<file path="config.mk">
export PLATFORM = sky130hd
export DESIGN_NAME = rp_analog_top
export DESIGN_NICKNAME = d
export VERILOG_FILES = /design/src/common/rp_pkg.sv /design/src/hdl/linear_calib.sv /design/src/hdl/calib_regs.sv /design/src/analog/adc_frontend.sv /design/src/analog/dac_backend.sv /design/src/hdl/rp_analog_top.sv
export VERILOG_INCLUDE_DIRS = /design/src /design/src/common
export SDC_FILE = /design/constraint.sdc
export NUM_CORES = 2
export LEC_CHECK = 0
export ABC_AREA = 1
export BUFFER_PORTS_ARGS = -buffer_cell sky130_fd_sc_hd__buf_2
export CORE_ASPECT_RATIO = 0.8
export CORE_UTILIZATION = 55
export DETAILED_ROUTE_END_ITERATION = 7
export PLACE_DENSITY = 0.72
export SETUP_SLACK_MARGIN = 0.15
export SLEW_MARGIN = 10
export SYNTH_ARGS = -nofsm -noshare
export SYNTH_HDL_FRONTEND = slang
export SYNTH_HIERARCHICAL = 1
export SYNTH_SLANG_ARGS = --single-unit
</file>
<file path="constraint.sdc">
create_clock -name adc_clk -period 14.6 [get_ports adc_clk]
set_input_delay 1.46 -clock adc_clk [delete_from_list [all_inputs] [get_ports adc_clk]]
set_output_delay 1.46 -clock adc_clk [all_outputs]
set_load 0.02 [all_outputs]
</file>
<file path="src/common/rp_consts.svh">
// analog path constants
// channel count, widths, calibration scaling and limits,
// and the register map of the calibration bank
`ifndef RP_CONSTS_SVH
`define RP_CONSTS_SVH

// channels on each side
`define RP_CHN        2

// pin, sample and bus widths
`define RP_ADC_W      16
`define RP_SMP_W      14
`define RP_GAIN_W     16
`define RP_ADDR_W     4
`define RP_DATA_W     16

// gain is fixed point with 14 fraction bits
`define RP_GAIN_FRAC  14
`define RP_GAIN_UNITY 16384

// saturation limits of a 14 bit sample
`define RP_SMP_MAX    8191
`define RP_SMP_MIN    (-8192)

// register map
// per channel registers sit at base plus channel index
`define RP_A_ADC_MUL  0
`define RP_A_ADC_SUM  2
`define RP_A_DAC_MUL  4
`define RP_A_DAC_SUM  6
`define RP_A_LOOP     8

`endif

</file>
<file path="src/common/rp_pkg.sv">
// analog path types
// samples, calibration words, DAC codes and the
// configuration port of the register bank
`default_nettype none

`include "rp_consts.svh"

package rp_pkg;

  //////////////////////////////
  // data path
  //////////////////////////////

  // raw ADC pins, low 2 bits unused
  typedef logic        [`RP_ADC_W-1:0]  adc_word_t;

  // signed two's complement sample
  typedef logic signed [`RP_SMP_W-1:0]  smp_t;

  // offset binary code toward the DAC
  typedef logic        [`RP_SMP_W-1:0]  dac_code_t;

  //////////////////////////////
  // calibration
  //////////////////////////////

  // gain, 1.0 == 2**RP_GAIN_FRAC
  typedef logic signed [`RP_GAIN_W-1:0] gain_t;

  // offset in sample units
  typedef logic signed [`RP_SMP_W-1:0]  offs_t;

  //////////////////////////////
  // configuration port
  //////////////////////////////

  typedef logic        [`RP_ADDR_W-1:0] cfg_addr_t;
  typedef logic        [`RP_DATA_W-1:0] cfg_data_t;

  // one bit per channel
  typedef logic        [`RP_CHN-1:0]    chn_mask_t;

endpackage

`default_nettype wire

</file>
<file path="src/hdl/linear_calib.sv">
// linear calibration stage
// out = sat((smp * gain) >>> 14 + offs), two register stages
`timescale 1ns/1ps
`default_nettype none

`include "rp_consts.svh"

module linear_calib (
  input  logic          adc_clk,
  input  logic          top_rst,
  input  rp_pkg::smp_t  smp_i,
  input  rp_pkg::gain_t gain_i,
  input  rp_pkg::offs_t offs_i,
  output rp_pkg::smp_t  smp_o
);

  import rp_pkg::*;

  // full product width
  localparam int unsigned PRD_W = `RP_SMP_W + `RP_GAIN_W;
  // width after dropping the gain fraction
  localparam int unsigned SHR_W = PRD_W - `RP_GAIN_FRAC;
  // one guard bit for the offset add
  localparam int unsigned SUM_W = SHR_W + 1;

  logic signed [PRD_W-1:0] prod_q;
  offs_t                   offs_q;
  logic signed [SHR_W-1:0] prod_shr;
  logic signed [SUM_W-1:0] sum;

  //////////////////////////////
  // stage 1 multiply
  //////////////////////////////

  // offset travels along with its sample
  // so gain and offset always come from the same cycle
  always_ff @(posedge adc_clk or posedge top_rst) begin
    if (top_rst) begin
      prod_q <= '0;
      offs_q <= '0;
    end else begin
      prod_q <= smp_i * gain_i;
      offs_q <= offs_i;
    end
  end

  //////////////////////////////
  // stage 2 offset and clamp
  //////////////////////////////

  // arithmetic shift by the fraction bits
  assign prod_shr = $signed(prod_q[PRD_W-1:`RP_GAIN_FRAC]);

  // both operands sign extended to the sum width
  assign sum = prod_shr + offs_q;

  always_ff @(posedge adc_clk or posedge top_rst) begin
    if (top_rst) begin
      smp_o <= '0;
    end else if (sum > `RP_SMP_MAX) begin
      // positive overflow
      smp_o <= smp_t'(`RP_SMP_MAX);
    end else if (sum < `RP_SMP_MIN) begin
      // negative overflow
      smp_o <= smp_t'(`RP_SMP_MIN);
    end else begin
      smp_o <= smp_t'(sum);
    end
  end

endmodule

`default_nettype wire

</file>
<file path="src/hdl/calib_regs.sv">
// calibration register bank
// ADC and DAC gains and offsets plus the loopback mask,
// written by a plain strobe, read back one cycle after the address
`timescale 1ns/1ps
`default_nettype none

`include "rp_consts.svh"

module calib_regs (
  input  logic                                  adc_clk,
  input  logic                                  top_rst,
  // configuration port
  input  logic                                  cfg_we_i,
  input  rp_pkg::cfg_addr_t                     cfg_addr_i,
  input  rp_pkg::cfg_data_t                     cfg_wdata_i,
  output rp_pkg::cfg_data_t                     cfg_rdata_o,
  // calibration toward the ADC path
  output rp_pkg::gain_t     [`RP_CHN-1:0]       adc_gain_o,
  output rp_pkg::offs_t     [`RP_CHN-1:0]       adc_offs_o,
  // calibration toward the DAC path
  output rp_pkg::gain_t     [`RP_CHN-1:0]       dac_gain_o,
  output rp_pkg::offs_t     [`RP_CHN-1:0]       dac_offs_o,
  // digital loopback per channel
  output rp_pkg::chn_mask_t                     loop_o
);

  import rp_pkg::*;

  // readback value before the output register
  cfg_data_t rd_mux;

  //////////////////////////////
  // write decode
  //////////////////////////////

  always_ff @(posedge adc_clk or posedge top_rst) begin
    if (top_rst) begin
      // unity gain, no offset, no loopback
      for (int i = 0; i < `RP_CHN; i++) begin
        adc_gain_o[i] <= gain_t'(`RP_GAIN_UNITY);
        adc_offs_o[i] <= '0;
        dac_gain_o[i] <= gain_t'(`RP_GAIN_UNITY);
        dac_offs_o[i] <= '0;
      end
      loop_o <= '0;
    end else if (cfg_we_i) begin
      for (int i = 0; i < `RP_CHN; i++) begin
        if (cfg_addr_i == cfg_addr_t'(`RP_A_ADC_MUL + i)) begin
          adc_gain_o[i] <= gain_t'(cfg_wdata_i);
        end
        // offsets keep only the low sample bits
        if (cfg_addr_i == cfg_addr_t'(`RP_A_ADC_SUM + i)) begin
          adc_offs_o[i] <= offs_t'(cfg_wdata_i[`RP_SMP_W-1:0]);
        end
        if (cfg_addr_i == cfg_addr_t'(`RP_A_DAC_MUL + i)) begin
          dac_gain_o[i] <= gain_t'(cfg_wdata_i);
        end
        if (cfg_addr_i == cfg_addr_t'(`RP_A_DAC_SUM + i)) begin
          dac_offs_o[i] <= offs_t'(cfg_wdata_i[`RP_SMP_W-1:0]);
        end
      end
      if (cfg_addr_i == cfg_addr_t'(`RP_A_LOOP)) begin
        loop_o <= cfg_wdata_i[`RP_CHN-1:0];
      end
    end
  end

  //////////////////////////////
  // readback
  //////////////////////////////

  // unmapped addresses fall through to zero
  always_comb begin
    rd_mux = '0;
    for (int i = 0; i < `RP_CHN; i++) begin
      if (cfg_addr_i == cfg_addr_t'(`RP_A_ADC_MUL + i)) begin
        rd_mux = cfg_data_t'(adc_gain_o[i]);
      end
      // offsets come back sign extended
      if (cfg_addr_i == cfg_addr_t'(`RP_A_ADC_SUM + i)) begin
        rd_mux = cfg_data_t'(adc_offs_o[i]);
      end
      if (cfg_addr_i == cfg_addr_t'(`RP_A_DAC_MUL + i)) begin
        rd_mux = cfg_data_t'(dac_gain_o[i]);
      end
      if (cfg_addr_i == cfg_addr_t'(`RP_A_DAC_SUM + i)) begin
        rd_mux = cfg_data_t'(dac_offs_o[i]);
      end
    end
    // mask in the low bits
    if (cfg_addr_i == cfg_addr_t'(`RP_A_LOOP)) begin
      rd_mux = cfg_data_t'(loop_o);
    end
  end

  always_ff @(posedge adc_clk or posedge top_rst) begin
    if (top_rst) begin
      cfg_rdata_o <= '0;
    end else begin
      cfg_rdata_o <= rd_mux;
    end
  end

endmodule

`default_nettype wire

</file>
<file path="src/analog/adc_frontend.sv">
// ADC front end
// input register with format conversion, digital loopback mux
// and one calibration stage per channel
`timescale 1ns/1ps
`default_nettype none

`include "rp_consts.svh"

module adc_frontend (
  input  logic                            adc_clk,
  input  logic                            top_rst,
  // ADC pins
  input  rp_pkg::adc_word_t [`RP_CHN-1:0] adc_dat_i,
  // calibrated DAC samples for loopback
  input  rp_pkg::smp_t      [`RP_CHN-1:0] dac_smp_i,
  input  rp_pkg::chn_mask_t               loop_i,
  // calibration
  input  rp_pkg::gain_t     [`RP_CHN-1:0] gain_i,
  input  rp_pkg::offs_t     [`RP_CHN-1:0] offs_i,
  // toward the oscilloscope
  output rp_pkg::smp_t      [`RP_CHN-1:0] osc_dat_o
);

  import rp_pkg::*;

  // the sample sits in the top bits of the pin word
  localparam int unsigned AW  = $bits(adc_word_t);
  localparam int unsigned LSB = AW - `RP_SMP_W;

  smp_t [`RP_CHN-1:0] adc_raw_q;
  smp_t [`RP_CHN-1:0] cal_in;

  //////////////////////////////
  // input register
  //////////////////////////////

  // offset binary with negative slope to two's complement
  // keep msb, invert the rest
  always_ff @(posedge adc_clk or posedge top_rst) begin
    if (top_rst) begin
      adc_raw_q <= '0;
    end else begin
      for (int i = 0; i < `RP_CHN; i++) begin
        adc_raw_q[i] <= {adc_dat_i[i][AW-1], ~adc_dat_i[i][AW-2:LSB]};
      end
    end
  end

  //////////////////////////////
  // loopback and calibration
  //////////////////////////////

  for (genvar i = 0; i < `RP_CHN; i++) begin : g_chn

    // DAC sample replaces the ADC sample when looped back
    assign cal_in[i] = loop_i[i] ? dac_smp_i[i] : adc_raw_q[i];

    linear_calib i_linear_calib (
      .adc_clk (adc_clk),
      .top_rst (top_rst),
      .smp_i   (cal_in[i]),
      .gain_i  (gain_i[i]),
      .offs_i  (offs_i[i]),
      .smp_o   (osc_dat_o[i])
    );

  end

endmodule

`default_nettype wire

</file>
<file path="src/analog/dac_backend.sv">
// DAC back end
// per channel calibration of the generator samples,
// loopback tap and registered conversion to DAC code
`timescale 1ns/1ps
`default_nettype none

`include "rp_consts.svh"

module dac_backend (
  input  logic                            adc_clk,
  input  logic                            top_rst,
  // generator samples
  input  rp_pkg::smp_t      [`RP_CHN-1:0] gen_dat_i,
  // calibration
  input  rp_pkg::gain_t     [`RP_CHN-1:0] gain_i,
  input  rp_pkg::offs_t     [`RP_CHN-1:0] offs_i,
  // calibrated samples toward the loopback mux
  output rp_pkg::smp_t      [`RP_CHN-1:0] dac_smp_o,
  // DAC output codes
  output rp_pkg::dac_code_t [`RP_CHN-1:0] dac_code_o
);

  import rp_pkg::*;

  //////////////////////////////
  // calibration
  //////////////////////////////

  for (genvar i = 0; i < `RP_CHN; i++) begin : g_chn

    // 2 cycles, output also feeds the ADC loopback
    linear_calib i_linear_calib (
      .adc_clk (adc_clk),
      .top_rst (top_rst),
      .smp_i   (gen_dat_i[i]),
      .gain_i  (gain_i[i]),
      .offs_i  (offs_i[i]),
      .smp_o   (dac_smp_o[i])
    );

  end

  //////////////////////////////
  // output code register
  //////////////////////////////

  // signed to offset binary with negative slope
  // msb kept, lower bits inverted
  always_ff @(posedge adc_clk or posedge top_rst) begin
    if (top_rst) begin
      dac_code_o <= '0;
    end else begin
      for (int i = 0; i < `RP_CHN; i++) begin
        dac_code_o[i] <= dac_code_t'({dac_smp_o[i][`RP_SMP_W-1],
                                      ~dac_smp_o[i][`RP_SMP_W-2:0]});
      end
    end
  end

endmodule

`default_nettype wire

</file>
<file path="src/hdl/rp_analog_top.sv">
// analog signal path top level
// calibration register bank, ADC front end and DAC back end
// with digital loopback from the DAC side into the ADC side
`timescale 1ns/1ps
`default_nettype none

`include "rp_consts.svh"

module rp_analog_top (
  input  logic                            adc_clk,
  input  logic                            top_rst,
  // configuration port
  input  logic                            cfg_we_i,
  input  rp_pkg::cfg_addr_t               cfg_addr_i,
  input  rp_pkg::cfg_data_t               cfg_wdata_i,
  output rp_pkg::cfg_data_t               cfg_rdata_o,
  // ADC side
  input  rp_pkg::adc_word_t [`RP_CHN-1:0] adc_dat_i,
  output rp_pkg::smp_t      [`RP_CHN-1:0] osc_dat_o,
  // DAC side
  input  rp_pkg::smp_t      [`RP_CHN-1:0] gen_dat_i,
  output rp_pkg::dac_code_t [`RP_CHN-1:0] dac_code_o
);

  import rp_pkg::*;

  // calibration settings
  gain_t     [`RP_CHN-1:0] adc_gain;
  offs_t     [`RP_CHN-1:0] adc_offs;
  gain_t     [`RP_CHN-1:0] dac_gain;
  offs_t     [`RP_CHN-1:0] dac_offs;
  chn_mask_t               loop;

  // calibrated DAC samples for loopback
  smp_t      [`RP_CHN-1:0] dac_smp;

  //////////////////////////////
  // register bank
  //////////////////////////////

  calib_regs i_calib_regs (
    .adc_clk     (adc_clk),
    .top_rst     (top_rst),
    .cfg_we_i    (cfg_we_i),
    .cfg_addr_i  (cfg_addr_i),
    .cfg_wdata_i (cfg_wdata_i),
    .cfg_rdata_o (cfg_rdata_o),
    .adc_gain_o  (adc_gain),
    .adc_offs_o  (adc_offs),
    .dac_gain_o  (dac_gain),
    .dac_offs_o  (dac_offs),
    .loop_o      (loop)
  );

  //////////////////////////////
  // analog paths
  //////////////////////////////

  // 3 cycles pins to osc, 4 from gen when looped back
  adc_frontend i_adc_frontend (
    .adc_clk   (adc_clk),
    .top_rst   (top_rst),
    .adc_dat_i (adc_dat_i),
    .dac_smp_i (dac_smp),
    .loop_i    (loop),
    .gain_i    (adc_gain),
    .offs_i    (adc_offs),
    .osc_dat_o (osc_dat_o)
  );

  // 3 cycles gen to code
  dac_backend i_dac_backend (
    .adc_clk    (adc_clk),
    .top_rst    (top_rst),
    .gen_dat_i  (gen_dat_i),
    .gain_i     (dac_gain),
    .offs_i     (dac_offs),
    .dac_smp_o  (dac_smp),
    .dac_code_o (dac_code_o)
  );

endmodule

`default_nettype wire

</file>
# Word level (Yosys, flattened, before mapping)
# Cells that the tools add are included.
[op_classes] magnitude_cmp=8 eq_ne=8 reduce_logical=10 multipliers=4 add_sub_neg=4 mux=19 bitwise_logic=4
[op_table] operator="$mux 16" n=9
[op_table] operator="$mux 14" n=10
[op_table] operator="$mul 14x16->30" n=4
[op_table] operator="$add 16x14->17" n=4
[op_table] operator="$gt 17x14->1 const B" n=4
[op_table] operator="$lt 17x14->1 const B" n=4
[op_table] operator="$not 13->13" n=4
[op_table] operator="$reduce_and 2->1" n=9
[op_table] operator="$eq 4x3->1 const B" n=4
[op_table] operator="$eq 4x2->1 const B" n=2
[op_table] operator="$eq 4x1->1 const B" n=1
[op_table] operator="$eq 4x4->1 const B" n=1
[op_table] operator="$logic_not 4->1" n=1
[totals] ff_bits=426 in_bits=83 out_inout_bits=72 wordCells=83

# Depth between registers and ports, before layout
[depth] word_depth=10 depth_mapped=33 mapped_depth_nobuf=30

# Modules after synthesis
# Netlist, hierarchy kept.
[by_module_without_submodules] module="linear_calib at i_adc_frontend.g_chn[1].i_linear_calib ..." n_inst=2 cells_each=1394 seq_area_each_um2=1101.1 area_per_inst_um2=10894.2
[by_module_without_submodules] module="linear_calib at i_adc_frontend.g_chn[0].i_linear_calib" n_inst=1 cells_each=1421 seq_area_each_um2=1101.1 area_per_inst_um2=11051.8
[by_module_without_submodules] module="linear_calib at i_dac_backend.g_chn[1].i_linear_calib" n_inst=1 cells_each=1392 seq_area_each_um2=1101.1 area_per_inst_um2=10916.7
[by_module_without_submodules] module="calib_regs" n_inst=1 cells_each=700 seq_area_each_um2=3458.3 area_per_inst_um2=6095.8
[by_module_without_submodules] module="adc_frontend" n_inst=1 cells_each=145 seq_area_each_um2=700.7 area_per_inst_um2=1162.4
[by_module_without_submodules] module="dac_backend" n_inst=1 cells_each=55 seq_area_each_um2=700.7 area_per_inst_um2=802.0

# Worst setup path after synthesis
# OpenSTA, ideal clock, no wires.
[synth_timing] path_kind="input -> register" from="input gen_dat_i[17] in the netlist's numbering" to="register i_dac_backend.g_chn[1].i_linear_calib.prod_q[29]" path_stages=24 n_path_buf=2 required_ns=14.484 arrival_time_ns=6.486 setup_ns=0.116 setup_slack_ns=7.997 cell_sequence="clkbuf_1 -> clkbuf_1 -> nand2_1 -> fa_1 -> fa_1 -> inv_1 -> fa_1 -> inv_1 -> fa_1 -> inv_1 -> fa_1 -> inv_1 -> fa_1 -> inv_1 -> ha_1 -> inv_1 -> nor3_1 -> nand2_1 -> inv_1 -> nand2_1 -> nand2_1 -> a21oi_1 -> nand2_1 -> nand2_1"
[synth_between] elab_chain_len=1
[synth_rtl] element="start: declaration" line_no="rp_analog_top.sv:21" text="input rp_pkg::smp_t [`RP_CHN-1:0] gen_dat_i,"
[synth_rtl] element="$mul 14x16->30" line_no="linear_calib.sv:42" text="prod_q <= smp_i * gain_i;"
[synth_rtl] element="end signal: assignment" line_no="linear_calib.sv:42"
[synth_rtl] element="end: declaration" line_no="linear_calib.sv:26" text="logic signed [PRD_W-1:0] prod_q;"
# No other way between the ends.
# A chain may end at the register's enable or synchronous reset.

==> metrics.txt <==
Hold Crit Class=reg2reg; Starting Density=55.6%; vias in the first global route=41500; Post-Synth Simple-Gate Area=18.2%; drt via density=between 5 and 6; Sinks on Clock Net=370; ys flop type=dfrtp_1; Worst-Skew Late Latency=0.56 ns; Die H=277 µm; cts bufs inserted=40; status=completed; postcts setup bufs=0; data required time at the worst endpoint=15.09 ns; DRC=0; number of flops mapped to enable cells by yosys=0; crit end category=register; mux cell area share after synthesis=0%; placer's final routability congestion estimate=0.954; synthesis-stage register bit count=370; cell taking the most area after synthesis=fa_1; Vias=39700; pin count of the biggest net entering global routing=87; Hold Path Origin=i_dac_backend/g_chn[0].i_linear_calib/smp_o[13]$_DFF_PP0_; crit path from=i_calib_regs/loop_o[0]$_DFFE_PP0P_; ANT nets after route=0; Post-Synth XOR/XNOR Area=2.15%; fin. max-slew vios=0; Max clock buf depth=3; Ys Warns=6; Clock transition at path regs=0.07 ns; placed inst area=53200 µm²; most numerous cell in the Yosys netlist=nand2_1; hold_ws=0.380 ns; Worst path most repeated cell=nand2_1; site row count=100; grt ovf=0; All-Layer GR Usage=28.2%; Port Buffers=150; I/O pin cnt=155; Synth Area in Adders=a little over two fifths; Placed Cells=approximately 7700; Synth top area share=33.8%; layout cells sized above 1=5.04%; first-pass GRT wire length=215000 µm; final setup TNS=0 ns; nets=7786; die area=95500 µm²; ratio of final minimum period to clock period=just under 50%; multi-input logic area=34900 µm²; Layout fillers=between 8000 and 9000; Final min period=roughly 7.3 ns; Slowest-stage cell, CP=fa_1; # hold bufs at CTS=0; first-pass detailed-route iteration total=7; syn_nets=7796; Startpoint Class=register; storage element area=9260 µm²; initial antenna violation count=5; Root Driver=clkbuf_16; Fmax=0.138 GHz; Wirelength per Cell=16.8 µm; WP data arrival=7.74 ns; slowest stage delay, CP=around 0.9 ns; Post-Layout Cell Count=just under 8000; Netlist cell types=46; DP Wirelength=107000 µm; max cap viols=0; RR Startpoint=i_calib_regs/loop_o[0]$_DFFE_PP0P_; htree depth=2; Post-Syn Instances=6501; relative slew slack=26.9%; crit-path cells=inv_2 > nand2_1 > nand2_1 > nand2_1 > fa_1 > fa_1 > inv_1 > fa_1 > fa_1 > fa_1 > inv_1 > fa_1 > inv_1 > ha_1 > nand2_1 > nor2_1 > inv_1 > o21ai_0 > a21oi_1 > nand2_1 > nand2_1 > nand2_1 > nand2_1 > nand2_1; top cells by count, synth=nand2_1 (1828), inv_1 (1759), fa_1 (876); die width=345 µm; Tightest Pin Transition=1.10 ns; P&R area growth vs syn=5.45%; Seq/Total Area, Yosys=17.9%; endpoints failing hold=0; fin area=54600 µm²; routed wire length=around 130000 µm; core area=a little over 90000 µm²; drt first-iter violations=3039; largest family of logic cells by synthesized area=adder cells; post-synthesis compound-gate area fraction=5.02%; clk_skew=0.0174 ns; cts repair resizes=0; final-report setup violation count=0; Async SR Flop Fraction=100%; Post-Syn Area=around 52000 µm²; unrepaired setup endpoints after global routing=false; syn_area_per_cell=7.97 µm²; main area contributors after synthesis=fa_1 (34%), dfrtp_1 (18%), nand2_1 (13%); TritonCTS clock tree=built; WS Path Type=reg2reg; CP max FO=17
flip-flops by register name, indices dropped and copies added (netlist names), 32 cells and up:
register	cells
i_adc_frontend/g_chn.i_linear_calib/prod_q	32
i_calib_regs/adc_gain_o	32
i_calib_regs/dac_gain_o	32
i_dac_backend/g_chn.i_linear_calib/prod_q	32
critical path, delay by kind of cell, from the launching register on:
family | cells | cell delay, ns
fa+ha+maj | 7 | 3.88
flops | 1 | 0.77
simple gates | 10 | 1.53
buf+inv | 5 | 0.63
compound gates | 2 | 0.32
path summary, 6_finish.rpt:
path | cells past startpoint | endpoint | slack, ns
min in group asynchronous | 2 | i_adc_frontend/g_chn[1].i_linear_calib/smp_o[5]$_DFF_PP0_ | 1.08
worst min-delay path | 0 | i_dac_backend/dac_code_o[13]$_DFF_PP0_ | 0.38
worst min register to register | 0 | i_dac_backend/dac_code_o[13]$_DFF_PP0_ | 0.38
worst max-delay path | 24 | i_adc_frontend/g_chn[0].i_linear_calib/prod_q[29]$_DFF_PP0_ | 7.35
worst max register to register | 24 | i_adc_frontend/g_chn[0].i_linear_calib/prod_q[29]$_DFF_PP0_ | 7.35
max in group asynchronous | 3 | i_calib_regs/adc_offs_o[13]$_DFFE_PP0P_ | 11.99
kinds of logic (layout without fill, tap and decap cells):
logic type               Yosys count  in the layout
AND/OR/NAND/NOR                 2348           2348
buffers and inverters           1991           2013
adder cells (fa/ha/maj)         1212           1212
AO/OA/AOI/OAI                    453            453
flip-flops                       370            370
XOR/XNOR                         127            127
other                              0              2
final cells by class:
type | instances | area share (%)
diodes | 2 | 0.00916
repair buffers | 164 | 1.57
clock buffers | 55 | 2.12
multi-input cells | 4140 | 63.9
flip-flops and latches | 370 | 17.0
clock inverters | 19 | 0.488
inverters | 1775 | 12.2
well taps | 1224 | 2.80
metrics by stage:
stage               util (%)  setup WS, ns
global route            58.6          6.78
global placement        57.1          7.46
CTS                     58.6          7.33
floorplan                  -          8.00
detailed placement      57.1          7.39
finish                  58.6          7.35
placed cells by master, fill, tap and decap left out, types with 7 or more instances in the layout:
| cell type | Yosys | routed |
|---|---|---|
| clkbuf_16 | 0 | 42 |
| o21ai_0 | 121 | 121 |
| nand4_1 | 39 | 39 |
| a31oi_1 | 11 | 11 |
| fa_1 | 876 | 876 |
| nand2_4 | 7 | 7 |
| nand2_2 | 26 | 26 |
| ha_1 | 336 | 336 |
| a21oi_1 | 159 | 159 |
| a21o_1 | 28 | 28 |
| nor4_1 | 8 | 8 |
| inv_1 | 1759 | 1754 |
| nor2_1 | 244 | 244 |
| o21bai_1 | 27 | 27 |
| nand3_1 | 127 | 127 |
| inv_2 | 14 | 16 |
| clkbuf_1 | 170 | 7 |
| or2_2 | 9 | 9 |
| nand3b_1 | 13 | 13 |
| xnor2_1 | 39 | 39 |
| o211ai_1 | 18 | 18 |
| nand2_1 | 1828 | 1828 |
| xor2_1 | 88 | 88 |
| buf_4 | 5 | 14 |
| o21ai_2 | 8 | 8 |
| buf_2 | 16 | 150 |
| nor3_1 | 24 | 24 |
| o21ai_1 | 60 | 60 |
| dfrtp_1 | 366 | 366 |
per-layer routing:
| metal | up-vias | global-route usage, % | share of wire, % |
|---|---|---|---|
| li1 | 18700 | - | - |
| met4 | 4 | 5.12 | 1.5 |
| met2 | 1403 | 43.4 | 44 |
| met5 | - | 0 | 0.018 |
| met3 | 138 | 5.89 | 8.6 |
| met1 | 19400 | 41.8 | 46 |
Power is left out: the tool's default activity adds up to more than one toggle a clock period on the data nets, which glitch-free logic cannot reach.
